**src/hw/exec_pkg.sv**
```systemverilog
package exec_pkg;

    typedef enum logic [3:0] {
        OP_NOP,
        OP_ADD,
        OP_SUB,
        OP_AND,
        OP_OR,
        OP_XOR,
        OP_SLT,
        OP_SLL,
        OP_SRL,
        OP_LW,
        OP_SW,
        OP_BEQ,
        OP_BNE,
        OP_BLT,
        OP_ERTN
    } alu_op_e;

    // word loads and stores go through the cache port
    function automatic logic is_mem_op(alu_op_e op);
        return (op == OP_LW) || (op == OP_SW);
    endfunction

    function automatic logic is_branch_op(alu_op_e op);
        return (op == OP_BEQ) || (op == OP_BNE) || (op == OP_BLT);
    endfunction

endpackage

```
**src/hw/pipe_pkg.sv**
```systemverilog
package pipe_pkg;

    // datapath width, ISA fixed
    localparam int XLEN = 32;

    // issue lanes per bundle
    localparam int LANES = 2;

    typedef logic [XLEN-1:0] word_t;

    // architectural register number
    typedef logic [4:0] reg_addr_t;

endpackage

```
**src/hw/dcache_port.sv**
```systemverilog
module dcache_port (
    input  logic                                       clk,
    input  logic                                       rst_i,
    input  logic                                       pause_i,
    input  logic [pipe_pkg::LANES-1:0]                 valid_i,
    input  logic [pipe_pkg::LANES-1:0]                 mem_need_i,
    input  logic [pipe_pkg::LANES-1:0]                 mispredict_i,
    input  exec_pkg::alu_op_e [pipe_pkg::LANES-1:0]    op_i,
    input  pipe_pkg::word_t [pipe_pkg::LANES-1:0]      mem_addr_i,
    input  pipe_pkg::word_t [pipe_pkg::LANES-1:0]      wdata_i,
    output logic                                       req_o,
    output logic                                       we_o,
    output pipe_pkg::word_t                            addr_o,
    output pipe_pkg::word_t                            wdata_o,
    input  logic                                       ack_i,
    input  pipe_pkg::word_t                            rdata_i,
    output logic [pipe_pkg::LANES-1:0]                 live_o,
    output pipe_pkg::word_t [pipe_pkg::LANES-1:0]      load_data_o,
    output logic                                       pause_ex_o
);
    typedef enum logic [1:0] {
        PORT_IDLE,
        PORT_REQ,
        PORT_RELEASE
    } port_state_e;

    port_state_e                                  state;
    logic [pipe_pkg::LANES-1:0]                   live;
    logic [pipe_pkg::LANES-1:0]                   done;
    logic [pipe_pkg::LANES-1:0]                   need;
    logic                                         start;
    logic                                         lane_sel;
    logic                                         lane_q;
    logic                                         we_q;
    pipe_pkg::word_t                              addr_q;
    pipe_pkg::word_t                              wdata_q;
    pipe_pkg::word_t [pipe_pkg::LANES-1:0]        load_q;

    // lane 1 dies behind a lane 0 mispredict
    assign live[0] = valid_i[0];
    assign live[1] = valid_i[1] && !mispredict_i[0];
    assign live_o  = live;

    assign need     = live & mem_need_i & ~done;
    assign lane_sel = !need[0];
    // new request only once the previous ack has dropped
    assign start    = (state == PORT_IDLE) && (|need) && !ack_i;

    assign pause_ex_o  = (|need) || (state != PORT_IDLE);
    assign req_o       = (state == PORT_REQ);
    assign we_o        = we_q;
    assign addr_o      = addr_q;
    assign wdata_o     = wdata_q;
    assign load_data_o = load_q;

    always_ff @(posedge clk) begin
        if (rst_i) begin
            state  <= PORT_IDLE;
            done   <= '0;
            lane_q <= 1'b0;
            we_q   <= 1'b0;
        end else begin
            case (state)
                PORT_IDLE: begin
                    if (start) begin
                        state  <= PORT_REQ;
                        lane_q <= lane_sel;
                        we_q   <= (op_i[lane_sel] == exec_pkg::OP_SW);
                    end
                end
                PORT_REQ: begin
                    if (ack_i) begin
                        state        <= PORT_RELEASE;
                        done[lane_q] <= 1'b1;
                    end
                end
                PORT_RELEASE: begin
                    if (!ack_i) begin
                        state <= PORT_IDLE;
                    end
                end
                default: state <= PORT_IDLE;
            endcase
            // bundle leaves the stage
            if (!pause_ex_o && !pause_i) begin
                done <= '0;
            end
        end
    end

    always_ff @(posedge clk) begin
        if (start) begin
            addr_q  <= mem_addr_i[lane_sel];
            wdata_q <= wdata_i[lane_sel];
        end
        // rdata valid on the ack edge
        if ((state == PORT_REQ) && ack_i && !we_q) begin
            load_q[lane_q] <= rdata_i;
        end
    end

    a_req_until_ack: assert property (@(posedge clk) disable iff (rst_i)
        req_o && !ack_i |=> req_o);

    a_addr_stable: assert property (@(posedge clk) disable iff (rst_i)
        req_o && !ack_i |=> $stable(addr_o));

endmodule

```
**src/hw/ex_mem_reg.sv**
```systemverilog
module ex_mem_reg (
    input  logic                                       clk,
    input  logic                                       rst_i,
    input  logic                                       flush_i,
    input  logic                                       pause_i,
    input  logic                                       pause_mem_i,
    input  logic                                       pause_ex_i,
    input  logic [pipe_pkg::LANES-1:0]                 live_i,
    input  logic [pipe_pkg::LANES-1:0]                 excp_i,
    input  logic [pipe_pkg::LANES-1:0]                 mispredict_i,
    input  logic [pipe_pkg::LANES-1:0]                 rd_we_i,
    input  exec_pkg::alu_op_e [pipe_pkg::LANES-1:0]    op_i,
    input  pipe_pkg::word_t [pipe_pkg::LANES-1:0]      pc_i,
    input  pipe_pkg::word_t [pipe_pkg::LANES-1:0]      result_i,
    input  pipe_pkg::word_t [pipe_pkg::LANES-1:0]      load_data_i,
    input  pipe_pkg::word_t [pipe_pkg::LANES-1:0]      redirect_i,
    input  pipe_pkg::reg_addr_t [pipe_pkg::LANES-1:0]  rd_addr_i,
    output logic [pipe_pkg::LANES-1:0]                 mem_valid_o,
    output logic [pipe_pkg::LANES-1:0]                 mem_we_o,
    output logic [pipe_pkg::LANES-1:0]                 mem_excp_o,
    output pipe_pkg::word_t [pipe_pkg::LANES-1:0]      mem_pc_o,
    output pipe_pkg::word_t [pipe_pkg::LANES-1:0]      mem_wdata_o,
    output pipe_pkg::reg_addr_t [pipe_pkg::LANES-1:0]  mem_waddr_o,
    output logic                                       branch_flush_o,
    output logic                                       excp_flush_o,
    output pipe_pkg::word_t                            branch_target_o
);
    logic [pipe_pkg::LANES-1:0] br_hit;
    logic [pipe_pkg::LANES-1:0] excp_hit;
    logic                       out_free;
    logic                       advance;

    assign advance = !pause_i && !pause_ex_i;

    always_ff @(posedge clk) begin
        if (rst_i || flush_i) begin
            mem_valid_o <= '0;
            mem_we_o    <= '0;
            mem_excp_o  <= '0;
        end else if (!pause_i) begin
            if (pause_ex_i) begin
                // bubble while the cache port is busy unless mem is stuck too
                if (!pause_mem_i) begin
                    mem_valid_o <= '0;
                    mem_we_o    <= '0;
                    mem_excp_o  <= '0;
                end
            end else begin
                mem_valid_o <= live_i;
                mem_we_o    <= live_i & rd_we_i & ~excp_i;
                mem_excp_o  <= live_i & excp_i;
            end
        end
    end

    always_ff @(posedge clk) begin
        if (advance) begin
            for (int i = 0; i < pipe_pkg::LANES; i++) begin
                mem_pc_o[i]    <= pc_i[i];
                mem_waddr_o[i] <= rd_addr_i[i];
                if (op_i[i] == exec_pkg::OP_LW) begin
                    mem_wdata_o[i] <= load_data_i[i];
                end else begin
                    mem_wdata_o[i] <= result_i[i];
                end
            end
        end
    end

    assign br_hit   = live_i & mispredict_i;
    assign excp_hit = live_i & excp_i;

    // no redirect while either stage is stalled
    assign out_free = !pause_ex_i && !pause_mem_i;

    assign branch_flush_o  = (|br_hit) && out_free;
    // older lane wins
    assign branch_target_o = br_hit[0] ? redirect_i[0] : redirect_i[1];
    assign excp_flush_o    = (|excp_hit) && out_free;

    a_no_flush_in_stall: assert property (@(posedge clk) disable iff (rst_i)
        !(branch_flush_o && pause_ex_i));

endmodule

```
**src/hw/exec_lane.sv**
```systemverilog
module exec_lane (
    input  logic              valid_i,
    input  pipe_pkg::word_t   pc_i,
    input  exec_pkg::alu_op_e op_i,
    input  pipe_pkg::word_t   src_a_i,
    input  pipe_pkg::word_t   src_b_i,
    input  pipe_pkg::word_t   imm_i,
    input  logic              pred_taken_i,
    input  pipe_pkg::word_t   pred_target_i,
    output pipe_pkg::word_t   result_o,
    output pipe_pkg::word_t   mem_addr_o,
    output logic              mem_need_o,
    output logic              excp_o,
    output logic              mispredict_o,
    output pipe_pkg::word_t   redirect_o
);
    logic            lt_signed;
    logic            taken;
    logic            is_mem;
    logic            is_branch;
    logic            misaligned;
    pipe_pkg::word_t taken_target;
    pipe_pkg::word_t seq_pc;

    assign lt_signed = $signed(src_a_i) < $signed(src_b_i);

    always_comb begin
        case (op_i)
            exec_pkg::OP_ADD: result_o = src_a_i + src_b_i;
            exec_pkg::OP_SUB: result_o = src_a_i - src_b_i;
            exec_pkg::OP_AND: result_o = src_a_i & src_b_i;
            exec_pkg::OP_OR:  result_o = src_a_i | src_b_i;
            exec_pkg::OP_XOR: result_o = src_a_i ^ src_b_i;
            exec_pkg::OP_SLT: result_o = {{(pipe_pkg::XLEN - 1){1'b0}}, lt_signed};
            // shift amount from the low five bits
            exec_pkg::OP_SLL: result_o = src_a_i << src_b_i[4:0];
            exec_pkg::OP_SRL: result_o = src_a_i >> src_b_i[4:0];
            default:          result_o = '0;
        endcase
    end

    // branch condition
    always_comb begin
        case (op_i)
            exec_pkg::OP_BEQ: taken = (src_a_i == src_b_i);
            exec_pkg::OP_BNE: taken = (src_a_i != src_b_i);
            exec_pkg::OP_BLT: taken = lt_signed;
            default:          taken = 1'b0;
        endcase
    end

    assign is_branch    = exec_pkg::is_branch_op(op_i);
    assign taken_target = pc_i + imm_i;
    assign seq_pc       = pc_i + pipe_pkg::word_t'(4);
    assign redirect_o   = taken ? taken_target : seq_pc;

    // wrong direction, or right direction with a stale target
    assign mispredict_o = valid_i && is_branch &&
                          ((taken != pred_taken_i) ||
                           (taken && (pred_target_i != taken_target)));

    // word address, must be 4-byte aligned
    assign mem_addr_o = src_a_i + imm_i;
    assign misaligned = (mem_addr_o[1:0] != 2'b00);
    assign is_mem     = exec_pkg::is_mem_op(op_i);
    assign mem_need_o = valid_i && is_mem && !misaligned;

    assign excp_o = valid_i && ((op_i == exec_pkg::OP_ERTN) || (is_mem && misaligned));

endmodule

```
**src/hw/execute_top.sv**
```systemverilog
module execute_top (
    input  logic                                       clk,
    input  logic                                       rst_i,
    input  logic [pipe_pkg::LANES-1:0]                 valid_i,
    input  pipe_pkg::word_t [pipe_pkg::LANES-1:0]      pc_i,
    input  exec_pkg::alu_op_e [pipe_pkg::LANES-1:0]    op_i,
    input  pipe_pkg::word_t [pipe_pkg::LANES-1:0]      src_a_i,
    input  pipe_pkg::word_t [pipe_pkg::LANES-1:0]      src_b_i,
    input  pipe_pkg::word_t [pipe_pkg::LANES-1:0]      imm_i,
    input  logic [pipe_pkg::LANES-1:0]                 rd_we_i,
    input  pipe_pkg::reg_addr_t [pipe_pkg::LANES-1:0]  rd_addr_i,
    input  logic [pipe_pkg::LANES-1:0]                 pred_taken_i,
    input  pipe_pkg::word_t [pipe_pkg::LANES-1:0]      pred_target_i,
    input  logic                                       flush_i,
    input  logic                                       pause_i,
    input  logic                                       pause_mem_i,
    output logic                                       req_o,
    output logic                                       we_o,
    output pipe_pkg::word_t                            addr_o,
    output pipe_pkg::word_t                            wdata_o,
    input  logic                                       ack_i,
    input  pipe_pkg::word_t                            rdata_i,
    output logic                                       pause_ex_o,
    output logic                                       branch_flush_o,
    output pipe_pkg::word_t                            branch_target_o,
    output logic                                       excp_flush_o,
    output logic [pipe_pkg::LANES-1:0]                 mem_valid_o,
    output logic [pipe_pkg::LANES-1:0]                 mem_we_o,
    output logic [pipe_pkg::LANES-1:0]                 mem_excp_o,
    output pipe_pkg::word_t [pipe_pkg::LANES-1:0]      mem_pc_o,
    output pipe_pkg::word_t [pipe_pkg::LANES-1:0]      mem_wdata_o,
    output pipe_pkg::reg_addr_t [pipe_pkg::LANES-1:0]  mem_waddr_o
);
    pipe_pkg::word_t [pipe_pkg::LANES-1:0] lane_result;
    pipe_pkg::word_t [pipe_pkg::LANES-1:0] lane_mem_addr;
    pipe_pkg::word_t [pipe_pkg::LANES-1:0] lane_redirect;
    pipe_pkg::word_t [pipe_pkg::LANES-1:0] load_data;
    logic [pipe_pkg::LANES-1:0]            lane_mem_need;
    logic [pipe_pkg::LANES-1:0]            lane_excp;
    logic [pipe_pkg::LANES-1:0]            lane_mispredict;
    logic [pipe_pkg::LANES-1:0]            live;

    exec_lane u_lane_0 (
        .valid_i       (valid_i[0]),
        .pc_i          (pc_i[0]),
        .op_i          (op_i[0]),
        .src_a_i       (src_a_i[0]),
        .src_b_i       (src_b_i[0]),
        .imm_i         (imm_i[0]),
        .pred_taken_i  (pred_taken_i[0]),
        .pred_target_i (pred_target_i[0]),
        .result_o      (lane_result[0]),
        .mem_addr_o    (lane_mem_addr[0]),
        .mem_need_o    (lane_mem_need[0]),
        .excp_o        (lane_excp[0]),
        .mispredict_o  (lane_mispredict[0]),
        .redirect_o    (lane_redirect[0])
    );

    exec_lane u_lane_1 (
        .valid_i       (valid_i[1]),
        .pc_i          (pc_i[1]),
        .op_i          (op_i[1]),
        .src_a_i       (src_a_i[1]),
        .src_b_i       (src_b_i[1]),
        .imm_i         (imm_i[1]),
        .pred_taken_i  (pred_taken_i[1]),
        .pred_target_i (pred_target_i[1]),
        .result_o      (lane_result[1]),
        .mem_addr_o    (lane_mem_addr[1]),
        .mem_need_o    (lane_mem_need[1]),
        .excp_o        (lane_excp[1]),
        .mispredict_o  (lane_mispredict[1]),
        .redirect_o    (lane_redirect[1])
    );

    // store data is the second source operand
    dcache_port u_dcache_port (
        .clk          (clk),
        .rst_i        (rst_i),
        .pause_i      (pause_i),
        .valid_i      (valid_i),
        .mem_need_i   (lane_mem_need),
        .mispredict_i (lane_mispredict),
        .op_i         (op_i),
        .mem_addr_i   (lane_mem_addr),
        .wdata_i      (src_b_i),
        .req_o        (req_o),
        .we_o         (we_o),
        .addr_o       (addr_o),
        .wdata_o      (wdata_o),
        .ack_i        (ack_i),
        .rdata_i      (rdata_i),
        .live_o       (live),
        .load_data_o  (load_data),
        .pause_ex_o   (pause_ex_o)
    );

    ex_mem_reg u_ex_mem_reg (
        .clk             (clk),
        .rst_i           (rst_i),
        .flush_i         (flush_i),
        .pause_i         (pause_i),
        .pause_mem_i     (pause_mem_i),
        .pause_ex_i      (pause_ex_o),
        .live_i          (live),
        .excp_i          (lane_excp),
        .mispredict_i    (lane_mispredict),
        .rd_we_i         (rd_we_i),
        .op_i            (op_i),
        .pc_i            (pc_i),
        .result_i        (lane_result),
        .load_data_i     (load_data),
        .redirect_i      (lane_redirect),
        .rd_addr_i       (rd_addr_i),
        .mem_valid_o     (mem_valid_o),
        .mem_we_o        (mem_we_o),
        .mem_excp_o      (mem_excp_o),
        .mem_pc_o        (mem_pc_o),
        .mem_wdata_o     (mem_wdata_o),
        .mem_waddr_o     (mem_waddr_o),
        .branch_flush_o  (branch_flush_o),
        .excp_flush_o    (excp_flush_o),
        .branch_target_o (branch_target_o)
    );

endmodule

```
**config.mk**
```make
export PLATFORM = sky130hd
export DESIGN_NAME = execute_top
export DESIGN_NICKNAME = d
export VERILOG_FILES = /design/src/hw/exec_pkg.sv /design/src/hw/pipe_pkg.sv /design/src/hw/dcache_port.sv /design/src/hw/ex_mem_reg.sv /design/src/hw/exec_lane.sv /design/src/hw/execute_top.sv
export SDC_FILE = /design/constraint.sdc
export NUM_CORES = 2
export LEC_CHECK = 0
export BUFFER_PORTS_ARGS = -buffer_cell sky130_fd_sc_hd__clkbuf_2
export CELL_PAD_IN_SITES_DETAIL_PLACEMENT = 1
export CELL_PAD_IN_SITES_GLOBAL_PLACEMENT = 1
export CORE_MARGIN = 2
export CORE_UTILIZATION = 25
export CTS_BUF_LIST = sky130_fd_sc_hd__clkbuf_4 sky130_fd_sc_hd__clkbuf_8
export CTS_CLUSTER_DIAMETER = 50
export DETAILED_ROUTE_END_ITERATION = 10
export PLACE_DENSITY_LB_ADDON = 0.15
export SLEW_MARGIN = 20
export SYNTH_ARGS = -nofsm -noshare
export SYNTH_HDL_FRONTEND = slang
export SYNTH_SLANG_ARGS = --single-unit
```
**constraint.sdc**
```tcl
create_clock -name clk -period 22.2 [get_ports clk]
set_input_delay 4.44 -clock clk [delete_from_list [all_inputs] [get_ports clk]]
set_output_delay 4.44 -clock clk [all_outputs]
set_load 0.005 [all_outputs]
```
Yosys cells after proc, flatten, opt, wreduce, memory -nomap -nowiden
Index checks and enable logic that the tools add are counted.
{ "op_classes": {"bitwise": 16, "addsub": 10, "order_cmp": 5, "eq_ne": 43, "n_mux": 28, "shift": 4, "n_reduce_logical": 57} }
{ "op_table": {"columns": ["op", "count"], "rows": [
  ["$pmux 32 s8", 2],
  ["$mux 32", 10],
  ["$add 32x32->32", 6],
  ["$ne 32x32->1", 4],
  ["$add 32x3->32 const B", 2],
  ["$and 32x32->32", 2],
  ["$bwmux 64", 1],
  ["$eq 32x32->1", 2],
  ["$lt 32x32->1", 2],
  ["$or 32x32->32", 2],
  ["$shl 32x5->32", 2],
  ["$shr 32x5->32", 2],
  ["$sub 32x32->32", 2],
  ["$xor 32x32->32", 2],
  ["$eq 4x4->1 const B", 15],
  ["$demux 32 s1", 1],
  ["$eq 4x3->1 const B", 8],
  ["$logic_and 1x1->1", 24],
  ["$eq 4x2->1 const B", 4],
  ["$mux 2", 7],
  ["$and 2x2->2", 6],
  ["$logic_or 1x1->1", 12],
  ["$logic_not 1->1", 9],
  ["$eq 4x1->1 const B", 2],
  ["other kinds (20)", 34]
]} }
{ "totals": {"output_inout_bits": 245, "word_cells": 180, "input_bits": 382, "register_bits": 278} }

Longest topological paths before layout
{ "depth": {"depth_word": 14, "depth_mapped": 21, "depth_no_buf": 17} }

By module
Synthesis repeated with hierarchy kept, for this count alone.
{ "unflattened": {"cells_unflattened": 4385, "area_unflattened_um2": 36397.4} }
{ "modules_own_cells": {"columns": ["module", "n_inst", "seq_area_each_um2", "area_per_inst_um2", "cells_each"], "rows": [
  ["exec_lane (u_lane_1)", 1, 0.0, 12927.4, 1989],
  ["exec_lane (u_lane_0)", 1, 0.0, 12761.0, 1889],
  ["ex_mem_reg", 1, 4264.1, 5749.3, 270],
  ["dcache_port", 1, 3963.8, 4959.8, 237]
]} }

Worst setup path before layout
OpenSTA, ideal clock, no wires.
{ "synth_path": {"kind": "input to output", "start": "input port src_b_i[1] in the netlist's numbering", "end": "output port branch_target_o[20]", "n_path_buf": 7, "t_arrival_ns": 9.296, "required_time_ns": 17.760, "setup_slack_ns": 8.464, "path_stages": 21, "cell_sequence": "clkbuf_1 -> inv_2 -> buf_1 -> clkbuf_1 -> clkbuf_1 -> clkbuf_1 -> fa_1 -> nor2b_1 -> o311a_1 -> o311ai_0 -> a31oi_1 -> o31a_1 -> a2bb2oi_1 -> nor4b_1 -> nand4_1 -> nor3_1 -> a21oi_1 -> buf_2 -> buf_2 -> a211oi_1 -> a21oi_1"} }
{ "synth_between": {"elab_chain_len": 7, "elab_cells_between_ends": 11, "cone_classes": "order compare (1); eq/ne (3); mux (3); bitwise (1); reduce/logical (3)"} }
{ "synth_lines": {"columns": ["item", "line", "text"], "rows": [
  ["start: declaration", "execute_top.sv:8", "input pipe_pkg::word_t [pipe_pkg::LANES-1:0] src_b_i,"],
  ["$lt 32x32->1 (tied with other cells)", "exec_lane.sv:25", "assign lt_signed = $signed(src_a_i) < $signed(src_b_i);"],
  ["$pmux 1 s3 *", "exec_lane.sv:44", "case (op_i)"],
  ["$ne 1x1->1 / $logic_and 1x1->1 (equally long branches)", "exec_lane.sv:59, exec_lane.sv:60", null],
  ["$logic_or 1x1->1", "exec_lane.sv:59", "((taken != pred_taken_i) ||"],
  ["$logic_and 1x1->1", "exec_lane.sv:58", "assign mispredict_o = valid_i && is_branch &&"],
  ["$and 2x2->2", "ex_mem_reg.sv:70", "assign br_hit = live_i & mispredict_i;"],
  ["$mux 32 *", "ex_mem_reg.sv:78", "assign branch_target_o = br_hit[0] ? redirect_i[0] : redirect_i[1];"],
  ["end: declaration", "execute_top.sv:25", "output pipe_pkg::word_t branch_target_o,"]
]} }
Mark *: on every way between the ends. The rest lies on a longest branch, timed or not.

Worst setup path after layout
{ "layout_path": {"start": "input port src_b_i[2] in the netlist's numbering", "end": "output port branch_target_o[5]"} }
Same word-level chain as after synthesis.

==> results.md <==
- Result of the run: finished, final reports clean
- Number of cells upsized or downsized after cts: 0
- H-tree level count: 3
- Critical Path Source Type: primary input
- Via count of the first global-routing pass: 38650
- Final count of negative-setup-slack endpoints: 0
- Critical path capture point type: output pin
- Share of final-layout standard cells stronger than drive strength 1: ~18%
- Number of vias per cell: just under 6
- Starting density of the core: between 20% and 30%
- Clock tree from TritonCTS: done
- Clock slew at the register clock pins of the worst setup and hold paths: around 0.040 ns
- Detail Route Antenna Nets: 0
- WL per Instance: approximately 33 um
- Wire length of the first global-routing pass: ~300 mm
- Power density relative to cell area: 55.21 mW/mm^2
- Unrepaired setup endpoints after global routing: false
- Ports placed on the boundary: 627
- Vias post-DR: 38700
- Worst min-delay path class: register to register
- Longest Clk Path Bufs: 3
- DRC violation count after routing: 0
- Number of distinct library cell variants in the gate-level netlist after synthesis: 95
- Shortest clock period the worst path allows after layout: 14.62 ns
- Mapped Area: 0.03478 mm^2
- Final-layout worst hold slack: ~0.46 ns
- Max Fanout on Critical Path: 66
- Maximum clock frequency: 68.42 MHz
- Total of buffers placed on input and output ports: approximately 630
- Register area: about 0.0082 mm^2
- Static Leakage: roughly 17 nW
- Arrival time at the worst endpoint: just over 10 ns
- First DRT Iteration DRCs: 3716
- Number of storage elements in the synthesis netlist: about 280
- Global-route usage over all layers: between 30% and 40%
- Worst slew margin relative to its limit: between 15 and 20%
- Most frequent standard cell in the layout excluding fill and tap cells: clkbuf_2
- Final estimated routing congestion in global placement: ~1.0
- Main flop type after synthesis: edfxtp_1
- Die boundary height: between 300 and 400 um
- Area added between synthesis and finish: 18.27%
- Pin slew with the least headroom to its limit: 1.195 ns
- Filler cells: around 17000
- Tcrit/Tclk final: roughly 66%
- Hold Vio Cnt, Final: 0
- Maximum Capacitance Violations: 0
- Remaining global-route overflow: 0
- Worst clock skew: around 0.057 ns
- Layout Nets: 5568
- Cell at the root of the clock tree: clkbuf_8
- Net count after synthesis: 5076
- Width of the die: about 380 um
- Area enclosed by the die boundary: approximately 0.14 mm^2
- Most frequent cells in the layout: clkbuf_2 (625), o21ai_0 (445), nor2_1 (397), nand2_1 (368), a21oi_1 (325)
- Crit Path Category: primary input to output pin
- Core Footprint: about 0.14 mm^2
- Average footprint of a synthesized cell: about 8 um^2
- Number of enable flip-flop cells after synthesis: approximately 270
- Synthesized netlist cell count: 4366
- Hold buffer count at CTS: 0
- Crit path required time: about 18 ns
- Cts bufs inserted: 67
- Skew-Pair Late Insertion Delay: between 0.7 and 0.8 ns
- Number of rows in the core area: 136
- Yosys warns: 0
- Worst VDD drop: between 0.00003 and 0.00004 V
- Initial antenna violation count: 28
- Sequential share of the synthesized area: a little under a quarter
- First-pass iteration count of the detailed router: 6
- Share of async-settable or async-resettable flops after synthesis: 0%
- Maximum number of pins on one net before global-route repair: a little under 90
- HPWL Detailed: roughly 180 mm
- Buffers inserted by post-CTS timing repair: 0
- Total Neg Setup Slack: 0 ns
- Routed wire length: 221.4 mm
- Number of pins with negative max-slew slack in the final report: 0
- Footprint of the multi-input gates: around 0.025 mm^2
- Number of clock sinks: approximately 280
## layer usage
| metal | up-vias | GRT usage [%] | share of wire (%) |
|---|---|---|---|
| li1 | 17360 | - | - |
| met1 | 19470 | 39.45 | 43 |
| met2 | 1578 | 48.57 | 45 |
| met3 | 275 | 6.336 | 7.7 |
| met4 | 20 | 10.92 | 3.7 |
| met5 | - | 0 | 0.057 |
## Yosys cell counts (13+ instances only)
cell type	instances	share of area, %
o21ai_0	445	6.4
nor2_1	398	4.3
nand2_1	369	4.0
a21oi_1	327	4.7
ha_1	320	12
edfxtp_1	266	23
inv_1	223	2.4
clkbuf_1	218	2.4
mux2i_1	164	4.7
xnor2_1	138	3.5
nand3_1	108	1.6
xor2_1	91	2.3
nor3_1	83	1.2
a21o_1	81	1.7
a221oi_1	73	1.8
a211oi_1	60	1.3
a22oi_1	58	1.3
nand2b_1	56	1.0
o211ai_1	56	1.2
a221o_1	48	1.4
o21bai_1	47	1.0
nand4_1	44	0.79
o22ai_1	43	0.77
nor4_1	41	0.74
o21a_1	39	0.84
nor2b_1	38	0.68
and3_1	37	0.67
or3_1	36	0.65
o31ai_1	32	0.69
buf_1	31	0.33
a31oi_1	29	0.52
a211o_1	20	0.50
mux4_2	18	1.2
o221ai_1	18	0.45
or2_2	17	0.31
o2111ai_1	16	0.40
and2_1	15	0.27
mux2_2	15	0.49
o311ai_0	15	0.38
a311oi_1	13	0.33
nor3b_1	13	0.28
## cell type report
cell class / instances / area share, %
Tap cell: 1794 / 5.457
Clock inverter: 40 / 0.9339
Sequential cell: 278 / 20.00
Inverter: 228 / 2.093
Multi-Input combinational cell: 3601 / 60.29
Antenna cell: 11 / 0.06692
Clock buffer: 80 / 2.510
Timing Repair Buffer: 682 / 8.645
## stage by stage
stage               cells  power (mW)  setup WS [ns]  utilization (%)  area (um^2)
finish               6714       2.271          7.585            29.84        41130
global route         6707       2.381          7.127            29.83        41110
CTS                  6703       2.289          7.654            29.82        41100
detailed placement   6583       1.574          7.686            28.79        39690
global placement     6583       1.579          7.823            28.79        39690
floorplan            4366       1.160          8.464                -        34780
## worst paths after layout
kind                             from  cells past startpoint  slack (ns)                         to
max                        src_b_i[2]                     19        7.58         branch_target_o[5]
min          u_ex_mem_reg.mem_we_o[0]                      2        0.46   u_ex_mem_reg.mem_we_o[0]
max reg2reg     u_dcache_port.done[0]                      9       18.21  u_ex_mem_reg.mem_pc_o[41]
min reg2reg  u_ex_mem_reg.mem_we_o[0]                      2        0.46   u_ex_mem_reg.mem_we_o[0]
## kinds of logic after synthesis
group	share of synthesized area (%)
muxes	6.371
buffers and inverters	5.404
xor gates and xnor gates	6.220
AOI/OAI and AO/OA	28.75
DFF	23.66
adders and majority gates	11.97
and+or+nand+nor	17.62
## state kept, by name (all words and copies together) (netlist names)
name,flops
u_ex_mem_reg.mem_we_o,2
u_ex_mem_reg.mem_pc_o,64
u_dcache_port.lane_q,1
u_dcache_port.wdata_o,32
u_ex_mem_reg.mem_waddr_o,10
u_dcache_port.load_data_o,64
u_dcache_port.state,2
u_ex_mem_reg.mem_valid_o,2
u_dcache_port.done,2
u_dcache_port.addr_o,32
u_ex_mem_reg.mem_excp_o,2
u_dcache_port.we_o,1
u_ex_mem_reg.mem_wdata_o,64
## critical path: stages
cell,delay [ns]
clkbuf_2,0.08
buf_4,0.50
inv_2,0.53
ha_1,0.56
nor2b_1,0.10
o311a_1,0.33
o311ai_0,0.45
a31oi_1,0.17
o31a_1,0.36
a2bb2oi_4,0.19
buf_4,0.33
nor4b_1,0.40
nand4_1,0.23
nor3_1,0.40
a21oi_4,0.09
buf_4,0.31
a211oi_1,0.32
a21oi_1,0.08
clkbuf_2,0.15
## power by group
| group | internal (mW) | switching [mW] |
|---|---|---|
| clock network | 0.382 | 0.308 |
| registers | 0.611 | 0.00790 |
| logic | 0.312 | 0.651 |
| total | 1.30 | 0.966 |
Power figures use the tool's default switching activity.
